<file path="src/logic/mipsPkg.sv">
`default_nettype none

package mipsPkg;

    typedef logic [31:0] word_t;      // data word, address or instruction
    typedef logic [4:0]  regAddr_t;
    typedef logic [5:0]  opcode_t;
    typedef logic [5:0]  funct_t;
    typedef logic [2:0]  aluSel_t;
    typedef logic [1:0]  fwdSel_t;

    //////////////////////////////
    // opcodes
    localparam opcode_t opRType = 6'h00;
    localparam opcode_t opJ     = 6'h02;
    localparam opcode_t opBeq   = 6'h04;
    localparam opcode_t opAddi  = 6'h08;
    localparam opcode_t opOri   = 6'h0D;
    localparam opcode_t opHalt  = 6'h0E;
    localparam opcode_t opLui   = 6'h0F;
    localparam opcode_t opLw    = 6'h23;
    localparam opcode_t opSw    = 6'h2B;

    // function field of R-type
    localparam funct_t fnAdd = 6'h20;
    localparam funct_t fnSub = 6'h22;
    localparam funct_t fnAnd = 6'h24;
    localparam funct_t fnOr  = 6'h25;
    localparam funct_t fnSlt = 6'h2A;

    localparam aluSel_t aluAnd = 3'b000;
    localparam aluSel_t aluOr  = 3'b001;
    localparam aluSel_t aluAdd = 3'b010;
    localparam aluSel_t aluSub = 3'b110;
    localparam aluSel_t aluSlt = 3'b111;

    localparam fwdSel_t fwdNone      = 2'b00;
    localparam fwdSel_t fwdWriteback = 2'b01;
    localparam fwdSel_t fwdMemory    = 2'b10;

    localparam int ledAddrBit = 31;    // set means LED region

    //////////////////////////////
    // pipeline registers
    typedef struct packed {
        logic    regWrite;
        logic    aluSrcImm;
        logic    memWrite;
        logic    memToReg;
        logic    immToReg;    // lui
        aluSel_t aluSel;
        logic    branch;      // beq, resolved in decode
        logic    jump;
        logic    halt;
    } ctrl_t;

    typedef struct packed {
        ctrl_t    ctrl;
        word_t    rsData;
        word_t    rtData;
        word_t    imm;
        regAddr_t rs;
        regAddr_t rt;
        regAddr_t dest;
    } idEx_t;

    typedef struct packed {
        logic     regWrite;
        logic     memWrite;
        logic     memToReg;
        logic     halt;
        word_t    aluRes;
        word_t    storeData;
        regAddr_t dest;
    } exMem_t;

    typedef struct packed {
        logic     regWrite;
        logic     memToReg;
        logic     halt;
        word_t    aluRes;
        word_t    loadData;
        regAddr_t dest;
    } memWb_t;

endpackage

`default_nettype wire

</file>
<file path="src/logic/fetchStage.sv">
`default_nettype none

module fetchStage #(
    parameter mipsPkg::word_t resetVector = 32'h0040_0000
) (
    input  logic           clk,
    input  logic           reset,
    input  logic           stall,
    input  logic           branchTaken,
    input  logic           jump,
    input  mipsPkg::word_t pcBranch,
    input  mipsPkg::word_t pcJump,
    input  mipsPkg::word_t instr,
    output mipsPkg::word_t instrAddress,
    output mipsPkg::word_t instrD,
    output mipsPkg::word_t pcPlus4D
);

    mipsPkg::word_t pcPlus4;
    mipsPkg::word_t pcNext;

    assign pcPlus4 = instrAddress + 32'd4;
    assign pcNext  = branchTaken ? pcBranch : (jump ? pcJump : pcPlus4);

    // a redirect only counts once decode is free to move
    always_ff @(posedge clk or posedge reset)
    begin
        if (reset)
        begin
            instrAddress <= resetVector;
            instrD       <= '0;
            pcPlus4D     <= '0;
        end
        else if (!stall)
        begin
            instrAddress <= pcNext;
            pcPlus4D     <= pcPlus4;
            instrD       <= (branchTaken || jump) ? '0 : instr;    // squash, no delay slot
        end
    end

    pcAligned: assert property (@(posedge clk) disable iff (reset) instrAddress[1:0] == 2'b00)
        else $error("fetch: pc %h not word aligned", instrAddress);

endmodule

`default_nettype wire

</file>
<file path="src/logic/decodeStage.sv">
`default_nettype none

module decodeStage (
    input  logic              clk,
    input  logic              reset,
    input  logic              flushE,
    input  logic              fwdAD,
    input  logic              fwdBD,
    input  mipsPkg::word_t    instrD,
    input  mipsPkg::word_t    pcPlus4D,
    input  mipsPkg::word_t    aluResM,
    input  mipsPkg::word_t    regWriteData,
    input  mipsPkg::memWb_t   memWb,
    output mipsPkg::ctrl_t    ctrlD,
    output mipsPkg::idEx_t    idEx,
    output logic              branchTaken,
    output logic              jump,
    output mipsPkg::word_t    pcBranch,
    output mipsPkg::word_t    pcJump
);

    mipsPkg::word_t    regs [32];
    mipsPkg::opcode_t  opcode;
    mipsPkg::funct_t   funct;
    mipsPkg::regAddr_t rs, rt, dest;
    mipsPkg::word_t    rsData, rtData, imm, cmpA, cmpB;
    logic              regDst, zeroImm;

    assign opcode = instrD[31:26];
    assign funct  = instrD[5:0];
    assign rs     = instrD[25:21];
    assign rt     = instrD[20:16];

    //////////////////////////////
    // control decode
    always_comb
    begin
        ctrlD   = '0;
        regDst  = 1'b0;
        zeroImm = 1'b0;
        case (opcode)
            mipsPkg::opRType:
            begin
                regDst         = 1'b1;
                ctrlD.regWrite = 1'b1;
                case (funct)
                    mipsPkg::fnAdd: ctrlD.aluSel = mipsPkg::aluAdd;
                    mipsPkg::fnSub: ctrlD.aluSel = mipsPkg::aluSub;
                    mipsPkg::fnAnd: ctrlD.aluSel = mipsPkg::aluAnd;
                    mipsPkg::fnOr:  ctrlD.aluSel = mipsPkg::aluOr;
                    mipsPkg::fnSlt: ctrlD.aluSel = mipsPkg::aluSlt;
                    default:        ctrlD.regWrite = 1'b0;    // unknown funct, nop
                endcase
            end
            mipsPkg::opAddi, mipsPkg::opLw, mipsPkg::opSw:
            begin
                ctrlD.aluSrcImm = 1'b1;
                ctrlD.aluSel    = mipsPkg::aluAdd;
                ctrlD.regWrite  = (opcode != mipsPkg::opSw);
                ctrlD.memToReg  = (opcode == mipsPkg::opLw);
                ctrlD.memWrite  = (opcode == mipsPkg::opSw);
            end
            mipsPkg::opOri:
            begin
                ctrlD.regWrite  = 1'b1;
                ctrlD.aluSrcImm = 1'b1;
                ctrlD.aluSel    = mipsPkg::aluOr;
                zeroImm         = 1'b1;
            end
            mipsPkg::opLui:
            begin
                ctrlD.regWrite = 1'b1;
                ctrlD.immToReg = 1'b1;
            end
            mipsPkg::opBeq:  ctrlD.branch = 1'b1;
            mipsPkg::opJ:    ctrlD.jump = 1'b1;
            mipsPkg::opHalt: ctrlD.halt = 1'b1;
            default: ;
        endcase
    end

    // register file, write-through from writeback
    always_ff @(posedge clk)
    begin
        if (memWb.regWrite && memWb.dest != '0)
            regs[memWb.dest] <= regWriteData;
    end

    function automatic mipsPkg::word_t readReg(mipsPkg::regAddr_t a);
        if (a == '0)
            return '0;
        if (memWb.regWrite && memWb.dest == a)
            return regWriteData;
        return regs[a];
    endfunction

    always_comb
    begin
        rsData = readReg(rs);
        rtData = readReg(rt);
    end

    assign imm  = zeroImm ? {16'd0, instrD[15:0]} : {{16{instrD[15]}}, instrD[15:0]};
    assign dest = regDst ? instrD[15:11] : rt;

    // branch compare sees the memory-stage result
    assign cmpA        = fwdAD ? aluResM : rsData;
    assign cmpB        = fwdBD ? aluResM : rtData;
    assign branchTaken = ctrlD.branch && (cmpA == cmpB);
    assign jump        = ctrlD.jump;
    assign pcBranch    = pcPlus4D + {imm[29:0], 2'b00};
    assign pcJump      = {pcPlus4D[31:28], instrD[25:0], 2'b00};

    always_ff @(posedge clk or posedge reset)
    begin
        if (reset)
            idEx <= '0;
        else if (flushE)
            idEx <= '0;    // bubble
        else
        begin
            idEx.ctrl   <= ctrlD;
            idEx.rsData <= rsData;
            idEx.rtData <= rtData;
            idEx.imm    <= imm;
            idEx.rs     <= rs;
            idEx.rt     <= rt;
            idEx.dest   <= dest;
        end
    end

endmodule

`default_nettype wire

</file>
<file path="src/logic/executeStage.sv">
`default_nettype none

module executeStage (
    input  logic             clk,
    input  logic             reset,
    input  mipsPkg::idEx_t   idEx,
    input  mipsPkg::fwdSel_t fwdA,
    input  mipsPkg::fwdSel_t fwdB,
    input  mipsPkg::word_t   aluResM,
    input  mipsPkg::word_t   regWriteData,
    output mipsPkg::exMem_t  exMem
);

    mipsPkg::word_t srcA, srcB, storeData, aluOut, result;

    function automatic mipsPkg::word_t pickOperand(mipsPkg::fwdSel_t sel,
        mipsPkg::word_t regVal, mipsPkg::word_t memVal, mipsPkg::word_t wbVal);
        case (sel)
            mipsPkg::fwdMemory:    return memVal;
            mipsPkg::fwdWriteback: return wbVal;
            default:               return regVal;
        endcase
    endfunction

    assign srcA      = pickOperand(fwdA, idEx.rsData, aluResM, regWriteData);
    assign storeData = pickOperand(fwdB, idEx.rtData, aluResM, regWriteData);
    assign srcB      = idEx.ctrl.aluSrcImm ? idEx.imm : storeData;

    always_comb
    begin
        case (idEx.ctrl.aluSel)
            mipsPkg::aluAnd: aluOut = srcA & srcB;
            mipsPkg::aluOr:  aluOut = srcA | srcB;
            mipsPkg::aluAdd: aluOut = srcA + srcB;
            mipsPkg::aluSub: aluOut = srcA - srcB;
            mipsPkg::aluSlt: aluOut = {31'd0, $signed(srcA) < $signed(srcB)};
            default:         aluOut = '0;
        endcase
    end

    // lui skips the alu
    assign result = idEx.ctrl.immToReg ? {idEx.imm[15:0], 16'd0} : aluOut;

    always_ff @(posedge clk or posedge reset)
    begin
        if (reset)
            exMem <= '0;
        else
        begin
            exMem.regWrite  <= idEx.ctrl.regWrite;
            exMem.memWrite  <= idEx.ctrl.memWrite;
            exMem.memToReg  <= idEx.ctrl.memToReg;
            exMem.halt      <= idEx.ctrl.halt;
            exMem.aluRes    <= result;
            exMem.storeData <= storeData;    // already forwarded
            exMem.dest      <= idEx.dest;
        end
    end

endmodule

`default_nettype wire

</file>
<file path="src/logic/memoryStage.sv">
`default_nettype none

module memoryStage #(
    parameter int ledCount = 3
) (
    input  logic                clk,
    input  logic                reset,
    input  mipsPkg::exMem_t     exMem,
    input  mipsPkg::word_t      dataReadData,
    output mipsPkg::word_t      dataAddress,
    output mipsPkg::word_t      dataWriteData,
    output logic                dataWriteEnable,
    output logic [ledCount-1:0] led,
    output mipsPkg::memWb_t     memWb,
    output mipsPkg::word_t      regWriteData,
    output logic                halt
);

    logic ledRegion;

    assign ledRegion       = exMem.aluRes[mipsPkg::ledAddrBit];
    assign dataAddress     = exMem.aluRes;
    assign dataWriteData   = exMem.storeData;
    assign dataWriteEnable = exMem.memWrite && !ledRegion;

    //////////////////////////////
    // led k sits at word k of the region
    always_ff @(posedge clk or posedge reset)
    begin
        if (reset)
            led <= '0;
        else if (exMem.memWrite && ledRegion)
        begin
            for (int k = 0; k < ledCount; k++)
            begin
                if (exMem.aluRes[3:0] == 4'(4 * k))
                    led[k] <= exMem.storeData[0];
            end
        end
    end

    always_ff @(posedge clk or posedge reset)
    begin
        if (reset)
            memWb <= '0;
        else
        begin
            memWb.regWrite <= exMem.regWrite;
            memWb.memToReg <= exMem.memToReg;
            memWb.halt     <= exMem.halt;
            memWb.aluRes   <= exMem.aluRes;
            memWb.loadData <= ledRegion ? '0 : dataReadData;    // led reads as zero
            memWb.dest     <= exMem.dest;
        end
    end

    assign regWriteData = memWb.memToReg ? memWb.loadData : memWb.aluRes;

    // sticky until reset
    always_ff @(posedge clk or posedge reset)
    begin
        if (reset)
            halt <= 1'b0;
        else if (memWb.halt)
            halt <= 1'b1;
    end

    noBusWriteAfterHalt: assert property (@(posedge clk) disable iff (reset)
        halt |-> !dataWriteEnable)
        else $error("memory: bus write at %h after halt", dataAddress);

endmodule

`default_nettype wire

</file>
<file path="src/logic/hazardUnit.sv">
`default_nettype none

module hazardUnit (
    input  mipsPkg::regAddr_t rsD,
    input  mipsPkg::regAddr_t rtD,
    input  mipsPkg::ctrl_t    ctrlD,
    input  mipsPkg::idEx_t    idEx,
    input  mipsPkg::exMem_t   exMem,
    input  mipsPkg::memWb_t   memWb,
    input  logic              halt,
    output mipsPkg::fwdSel_t  fwdA,
    output mipsPkg::fwdSel_t  fwdB,
    output logic              fwdAD,
    output logic              fwdBD,
    output logic              stall,
    output logic              flushE
);

    logic rtUsed, lwStall, branchStall, haltPending, haltOnly;

    // memory stage wins over writeback
    function automatic mipsPkg::fwdSel_t pickFwd(mipsPkg::regAddr_t src);
        if (src != '0 && exMem.regWrite && exMem.dest == src)
            return mipsPkg::fwdMemory;
        if (src != '0 && memWb.regWrite && memWb.dest == src)
            return mipsPkg::fwdWriteback;
        return mipsPkg::fwdNone;
    endfunction

    always_comb
    begin
        fwdA = pickFwd(idEx.rs);
        fwdB = pickFwd(idEx.rt);
    end

    assign fwdAD = rsD != '0 && exMem.regWrite && exMem.dest == rsD;
    assign fwdBD = rtD != '0 && exMem.regWrite && exMem.dest == rtD;

    //////////////////////////////
    // stalls
    assign rtUsed  = (!ctrlD.aluSrcImm && !ctrlD.jump) || ctrlD.memWrite;    // sw data too
    assign lwStall = idEx.ctrl.memToReg && idEx.dest != '0 &&
                     (idEx.dest == rsD || (rtUsed && idEx.dest == rtD));

    // compare needs the value by the memory stage, and not a load there
    assign branchStall = ctrlD.branch &&
        ((idEx.ctrl.regWrite && idEx.dest != '0 && (idEx.dest == rsD || idEx.dest == rtD)) ||
         (exMem.memToReg && exMem.dest != '0 && (exMem.dest == rsD || exMem.dest == rtD)));

    assign haltPending = ctrlD.halt || idEx.ctrl.halt || exMem.halt || memWb.halt || halt;
    assign haltOnly    = haltPending && !lwStall && !branchStall;

    assign stall  = lwStall || branchStall || haltPending;
    assign flushE = lwStall || branchStall || ctrlD.jump;

    // a held halt keeps feeding itself into execute, never a bubble
    always_comb
    begin
        assert final (!(flushE && haltOnly))
            else $error("hazard: flush during halt stall");
    end

endmodule

`default_nettype wire

</file>
<file path="src/logic/mipsSystem.sv">
`default_nettype none

module mipsSystem #(
    parameter mipsPkg::word_t resetVector = 32'h0040_0000,
    parameter int             ledCount    = 3
) (
    input  logic                clk,
    input  logic                reset,
    input  mipsPkg::word_t      instr,
    input  mipsPkg::word_t      dataReadData,
    output mipsPkg::word_t      instrAddress,
    output mipsPkg::word_t      dataAddress,
    output mipsPkg::word_t      dataWriteData,
    output logic                dataWriteEnable,
    output logic                halt,
    output logic [ledCount-1:0] led
);

    mipsPkg::word_t   instrD, pcPlus4D, pcBranch, pcJump, regWriteData;
    logic             branchTaken, jump, stall, flushE, fwdAD, fwdBD;
    mipsPkg::fwdSel_t fwdA, fwdB;
    mipsPkg::ctrl_t   ctrlD;
    mipsPkg::idEx_t   idEx;
    mipsPkg::exMem_t  exMem;
    mipsPkg::memWb_t  memWb;

    fetchStage #(.resetVector(resetVector)) u_fetch (
        .clk, .reset, .stall, .branchTaken, .jump, .pcBranch, .pcJump,
        .instr, .instrAddress, .instrD, .pcPlus4D
    );

    decodeStage u_decode (
        .clk, .reset, .flushE, .fwdAD, .fwdBD, .instrD, .pcPlus4D,
        .aluResM(exMem.aluRes), .regWriteData, .memWb, .ctrlD, .idEx,
        .branchTaken, .jump, .pcBranch, .pcJump
    );

    executeStage u_execute (
        .clk, .reset, .idEx, .fwdA, .fwdB,
        .aluResM(exMem.aluRes), .regWriteData, .exMem
    );

    memoryStage #(.ledCount(ledCount)) u_memory (
        .clk, .reset, .exMem, .dataReadData, .dataAddress, .dataWriteData,
        .dataWriteEnable, .led, .memWb, .regWriteData, .halt
    );

    // rs and rt straight from the decode instruction
    hazardUnit u_hazard (
        .rsD(instrD[25:21]), .rtD(instrD[20:16]), .ctrlD, .idEx, .exMem, .memWb,
        .halt, .fwdA, .fwdB, .fwdAD, .fwdBD, .stall, .flushE
    );

endmodule

`default_nettype wire

</file>
<file path="config.mk">
export PLATFORM = sky130hd
export DESIGN_NAME = mipsSystem
export DESIGN_NICKNAME = d
export VERILOG_FILES = /design/src/logic/mipsPkg.sv /design/src/logic/fetchStage.sv /design/src/logic/decodeStage.sv /design/src/logic/executeStage.sv /design/src/logic/memoryStage.sv /design/src/logic/hazardUnit.sv /design/src/logic/mipsSystem.sv
export SDC_FILE = /design/constraint.sdc
export NUM_CORES = 2
export LEC_CHECK = 0
export BUFFER_PORTS_ARGS = -buffer_cell sky130_fd_sc_hd__buf_4
export CAP_MARGIN = 10
export CORE_UTILIZATION = 50
export CTS_BUF_LIST = sky130_fd_sc_hd__clkbuf_4
export DETAILED_ROUTE_END_ITERATION = 6
export PLACE_DENSITY = 0.66
export SLEW_MARGIN = 15
export SYNTH_ARGS = -nofsm -noshare
export SYNTH_HDL_FRONTEND = slang
export SYNTH_HIERARCHICAL = 1
export SYNTH_SLANG_ARGS = --single-unit
</file>
<file path="constraint.sdc">
create_clock -name clk -period 6.64 [get_ports clk]
set_clock_uncertainty 0.1 [all_clocks]
set_input_delay 0.332 -clock clk [delete_from_list [all_inputs] [get_ports clk]]
set_output_delay 0.332 -clock clk [all_outputs]
set_load 0.02 [all_outputs]
</file>
======== After elaboration in Yosys (flattened, before gate mapping) ========
Memory sizes are Yosys's and may differ from the RTL's.
Index checks and enable logic that the tools add are counted.
word-level totals
  register bits ........................... 365
  input port bits ......................... 66
  RAM bits ................................ 1024
  output and inout port bits .............. 101
  ROM bits ................................ 0
  memories ................................ 1
  latch bits .............................. 0
cells by class
  order comparisons ....................... 1
  divide/modulo/power cells ............... 0
  multiplexer cells ....................... 57
  $add $sub $neg .......................... 4
  $mul .................................... 0
  reduce and logical (&&, ||, !) cells .... 62
  bitwise gates (word level) .............. 2
  shift operators ......................... 0
  equal/unequal tests ..................... 35
memories
  name           words  width  rd ports  clocked after memory_dff  write ports  line               RTL
  u_decode.regs  32     32     2         0                         1            decodeStage.sv:22  mipsPkg::word_t regs [32];
operator list
  kind                                                              count
  32-bit two-way mux                                                18
  32-bit one-hot mux with 5 select lines                            1
  32-bit one-hot mux with 2 select lines                            2
  122-bit two-way mux                                               1
  32-bit adder                                                      2
  5-bit == test                                                     10
  6-bit == test (second input constant)                             7
  5-bit nonzero test                                                7
  32-bit by 3-bit adder with 32-bit output (second input constant)  1
  32-bit bitwise AND                                                1
  32-bit == test                                                    1
  32-bit < comparator                                               1
  32-bit OR                                                         1
  32-bit subtractor                                                 1
  1-bit logical AND                                                 27
  6-bit by 4-bit == test with 1-bit output (second input constant)  4
  1-bit two-way mux                                                 22
  2-bit two-way mux                                                 9
  1-bit logical OR                                                  13
  3-bit one-hot mux with 4 select lines                             1
  5-bit zero test                                                   2
  3-bit one-hot mux with 3 select lines                             1
  3-bit == test (second input constant)                             2
  6-bit by 2-bit == test with 1-bit output (second input constant)  1
  other kinds (19)                                                  25

======== Depth between registers and ports, before layout ========
  word-level depth ........................ 13
  depth in mapped cells ................... 25
  mapped depth without buffers ............ 23

======== By module ========
The synthesis kept the hierarchy.
by module, submodules not included
  module        seq. area each (um2)  cells an instance  area an instance (um2)  instances
  decodeStage   33397.0               3375               55157.9                 1
  executeStage  1826.8                1149               8418.1                  1
  fetchStage    2403.6                595                5275.1                  1
  memoryStage   1901.8                221                3084.2                  1
  hazardUnit    0.0                   84                 658.1                   1

======== Least setup slack after synthesis ========
No wires, ideal clock.
  path type ............................... register -> register
  from .................................... reg u_decode/idEx[6] (netlist name)
  to ...................................... reg u_execute/exMem[67] (netlist name)
  stages on the path, launching flop included .. 24
  library setup time ...................... 0.130 ns
  data required time ...................... 6.410 ns
  slack ................................... 1.094 ns
  period minus slack after synthesis ...... 5.546 ns
  data arrival time ....................... 5.316 ns
  cell sequence ........................... dfrtp_1 -> or4_4 -> nor2_4 -> nor4_2 -> nor4_2 -> inv_1 -> ha_1 -> clkbuf_1 -> buf_1 -> nor2_1 -> a21oi_1 -> o21ai_0 -> ha_1 -> fa_1 -> a21o_1 -> a311oi_4 -> a2111oi_4 -> o211ai_2 -> a21oi_1 -> o32a_2 -> a41o_1 -> a31oi_1 -> or4_1 -> o211ai_2
between the ends
  longest elaborated chain between the ends .. 13
RTL lines
  item                                                                       line                                RTL
  5-bit nonzero test                                                         hazardUnit.sv:23, hazardUnit.sv:25
  1-bit logical AND (2 in a row)                                             hazardUnit.sv:25                    if (src != '0 && memWb.regWrite && memWb.dest == src)
  1-bit two-way mux (2 in a row)                                             hazardUnit.sv:25
  2-bit two-way mux                                                          hazardUnit.sv:27                    return mipsPkg::fwdNone;
  2-bit two-way mux (*)                                                      hazardUnit.sv:25
  via fwdB[1]                                                                mipsSystem.sv:21                    mipsPkg::fwdSel_t fwdA, fwdB;
  2-bit by 1-bit == test with 1-bit output or 2-bit == test (tied branches)  executeStage.sv:18                  case (sel)
  32-bit one-hot mux with 2 select lines (*)                                 executeStage.sv:18
  32-bit two-way mux (*)                                                     executeStage.sv:27                  assign srcB = idEx.ctrl.aluSrcImm ? idEx.imm : storeData;
  32-bit subtractor (tied with other cells)                                  executeStage.sv:35                  mipsPkg::aluSub: aluOut = srcA - srcB;
  32-bit one-hot mux with 5 select lines (*)                                 executeStage.sv:31                  case (idEx.ctrl.aluSel)
  32-bit two-way mux (*)                                                     executeStage.sv:42                  assign result = idEx.ctrl.immToReg ? {idEx.imm[15:0], 16'd0} : aluOut;
  via u_execute.result[30]                                                   executeStage.sv:14                  mipsPkg::word_t srcA, srcB, storeData, aluOut, result;
Mark *: on every way through the listed nets, which the timed path passes. The rest lies on a longest branch. The select of a mux whose other input is x is not followed.
A chain may end at the register's enable or synchronous reset.

======== Worst setup path in the final report ========
  from .................................... reg u_fetch.instrD[16]
  to ...................................... reg u_fetch.instrAddress[24]
between the ends
  longest elaborated chain between the ends .. 10
RTL lines
  item                                                                        line                RTL
  start: declaration                                                          fetchStage.sv:15    output mipsPkg::word_t instrD,
  start signal: assignment                                                    fetchStage.sv:38    instrD <= (branchTaken || jump) ? '0 : instr;
  parallel branches: the longest is 6 deep, another holds memory 32 x 32 bit  n/a
  32-bit two-way mux (*)                                                      decodeStage.sv:108  assign cmpB = fwdBD ? aluResM : rtData;
  32-bit == test (*)                                                          decodeStage.sv:109  assign branchTaken = ctrlD.branch && (cmpA == cmpB);
  1-bit logical AND (*)                                                       decodeStage.sv:109
  via branchTaken                                                             mipsSystem.sv:20    logic branchTaken, jump, stall, flushE, fwdAD, fwdBD;
  32-bit two-way mux (*)                                                      fetchStage.sv:23    assign pcNext = branchTaken ? pcBranch : (jump ? pcJump : pcPlus4);
  end signal: assignment                                                      fetchStage.sv:30    instrAddress <= resetVector;
  end signal: assignment                                                      fetchStage.sv:36    instrAddress <= pcNext;
  end: declaration                                                            fetchStage.sv:14    output mipsPkg::word_t instrAddress,
Mark *: on every way through the listed nets, which the timed path passes. The select of a mux whose other input is x is not followed.

==> flow_summary.toml <==
[outcome]
outcome = "finished with violations"
violations = "DRC"

[power]
powerDensity_mw_per_mm2 = 530
vdd_ir_drop_max_mv = 0.299
leakage_nw = 30.2

[route]
num_vias = 55100
vias_per_cell = 6.84
first_pass_iters = 7
first_iter_violations = 8536
drt-total-wl_mm = 274
drcViolationCount = 40
avgRoutedWirePerCell_um = 34.0
postRouteAntennaNets = 0

[critical_path]
cp.required_ps = 7660
critPathKind = "reg2reg"
start_kind = "flop"
reg2reg_from = "u_fetch/instrD[16]$_DFFE_PP0N_"
reg2reg_to = "u_fetch/instrAddress[24]$_DFFE_PP0N_"
r2r_setup_slack_ps = 390
worstSetupEndpointType = "flop"
reg2regPathDepth = 17
critPathMaxFanout = 33
cp_data_arrival_time_ps = 7270

[sta]
tns_ps = 0
rsz0062_at_grt = "false"
fmax_mhz = 160
fin_crit_sh = 0.942
layout_min_cycle_time_ps = 6250
slew_viol_final = 0
tightest_slew_ps = 1160
relSlewSlack = 0.222
timing.hold.ws_ps = 154
finalHoldViolCount = 0
final-setup-viol-count = 0

[clocking]
clockBufferDepth = 4
cts_root_buffer = "clkbuf_4"
postCtsSetupBuffers = 0
numCtsBuffers = 371
clkSinkCount = 1373
cts_tree = "done"
ctsHoldBuffers = 130
clk_pin_slew_worst_paths_ps = 70
htree_levels = 5
clk_latency_ps = 1370
cts.repair.resized = 0

[cells_and_area]
final_common_cell = "edfxtp_1"
multi_input_area_mm2 = 0.0301
fin_nets = 6091
final_area_mm2 = 0.0819
final_cell_mix = "edfxtp_1 (1023), clkbuf_4 (513), mux4_2 (445)"
nFillCells = 11600
drive_gt1_frac = 0.257
seq_area_mm2 = 0.0395
area_delta_synth_final_pct = 13.0

[global_routing]
grt_pass1_vias = 53100
grt-ovfl-total = 0
grt_pass1_wl_mm = 384
grt_max_degree = 173
grt_antenna_before_repair = 15
grt_usage = 0.370

[floorplan]
start_util = 0.504
die_width_um = 383
dieArea_mm2 = 0.147
row_count = 139
dieHeight_um = 383
ios = 167
core_mm2 = 0.144

[place]
hpwl_mm = 177
place.gp.congestion = 1.01
placedInstanceArea_mm2 = 0.0762
port-buffer-count = 166

[yosys]
synthCells = 5416
netlist_area_mm2 = 0.0725
syn_avg_cell_area_um2 = 13.4
yosysWarningCount = 6

[worst_hold_path]
holdCritPathClass = "in2async"

[flow_run]
drv_cap = 0
[per-stage QoR]
| stage | util | power, W | cells | worst slack [ps] |
|---|---|---|---|---|
| 2_1_floorplan | - | 0.0270 | 5448 | 1090 |
| 6_report | 0.570 | 0.0434 | 8060 | 386 |
| 5_1_grt | 0.569 | 0.0449 | 8055 | 210 |
| 4_1_cts | 0.569 | 0.0426 | 8048 | 544 |
| 3_5_place_dp | 0.530 | 0.0353 | 7296 | 540 |
| 3_3_place_gp | 0.530 | 0.0352 | 7296 | 661 |
[cell type report]
cell class                 count  area share
sequential                  1373       0.482
multi-input combinational   3415       0.367
timing repair buffer         565      0.0597
clock buffer                 513      0.0470
tap                         1903      0.0291
inverter                     170     0.00788
clock inverter               109     0.00617
antenna                       12    0.000367
[worst max-delay path by stage]
stage,start,slack (ps),cells after the start,endpoint
global route,u_decode/idEx[6]$_DFF_PP0_,210,21,u_execute/exMem[68]$_DFF_PP0_
CTS,u_decode/idEx[6]$_DFF_PP0_,540,21,u_execute/exMem[67]$_DFF_PP0_
global placement,u_fetch/instrD[21]$_DFFE_PP0N_,660,17,u_fetch/instrD[16]$_DFFE_PP0N_
finish,u_fetch/instrD[16]$_DFFE_PP0N_,390,17,u_fetch/instrAddress[24]$_DFFE_PP0N_
floorplan,u_decode/idEx[6]$_DFF_PP0_,1090,23,u_execute/exMem[67]$_DFF_PP0_
detailed placement,u_decode/idEx[6]$_DFF_PP0_,540,21,u_execute/exMem[67]$_DFF_PP0_
[routing by layer]
layer  track usage  routed length, um  up-vias
met5      0.000331                 46        -
met4         0.196              16200        6
met3         0.118              37800      905
met2         0.556             122000     4469
met1         0.479              97800    27600
li1              -                  -    22100
[flip-flops by register name (all words and copies together), names as in the netlist]
signal and flops:
u_decode/idEx 105, u_decode/regs 1023, u_execute/exMem 73, u_fetch/instrAddress 32
u_fetch/instrD 32, u_fetch/pcPlus4D 32, u_memory/halt 1, u_memory/led 3
u_memory/memWb 72
[power breakdown]
group	internal, W	switching [W]
logic	0.00881	0.0147
clock network	0.00366	0.00360
registers	0.0109	0.00169
total	0.0234	0.0200
[critical path: stages (launching register included)]
cell and delay [ps]:
dfrtp_4 710, buf_12 340, mux4_2 550, a22oi_1 290, a21oi_1 170, nor3_1 860
nor2_1 170, nor4_1 270, nor4b_1 100, a2111oi_1 440, and4_1 270, o2111ai_1 210
nor4b_4 330, buf_4 230, nor2b_2 170, a221o_1 370, a311oi_1 260, a211oi_1 80
No activity file was read; power rests on OpenSTA's default activity.
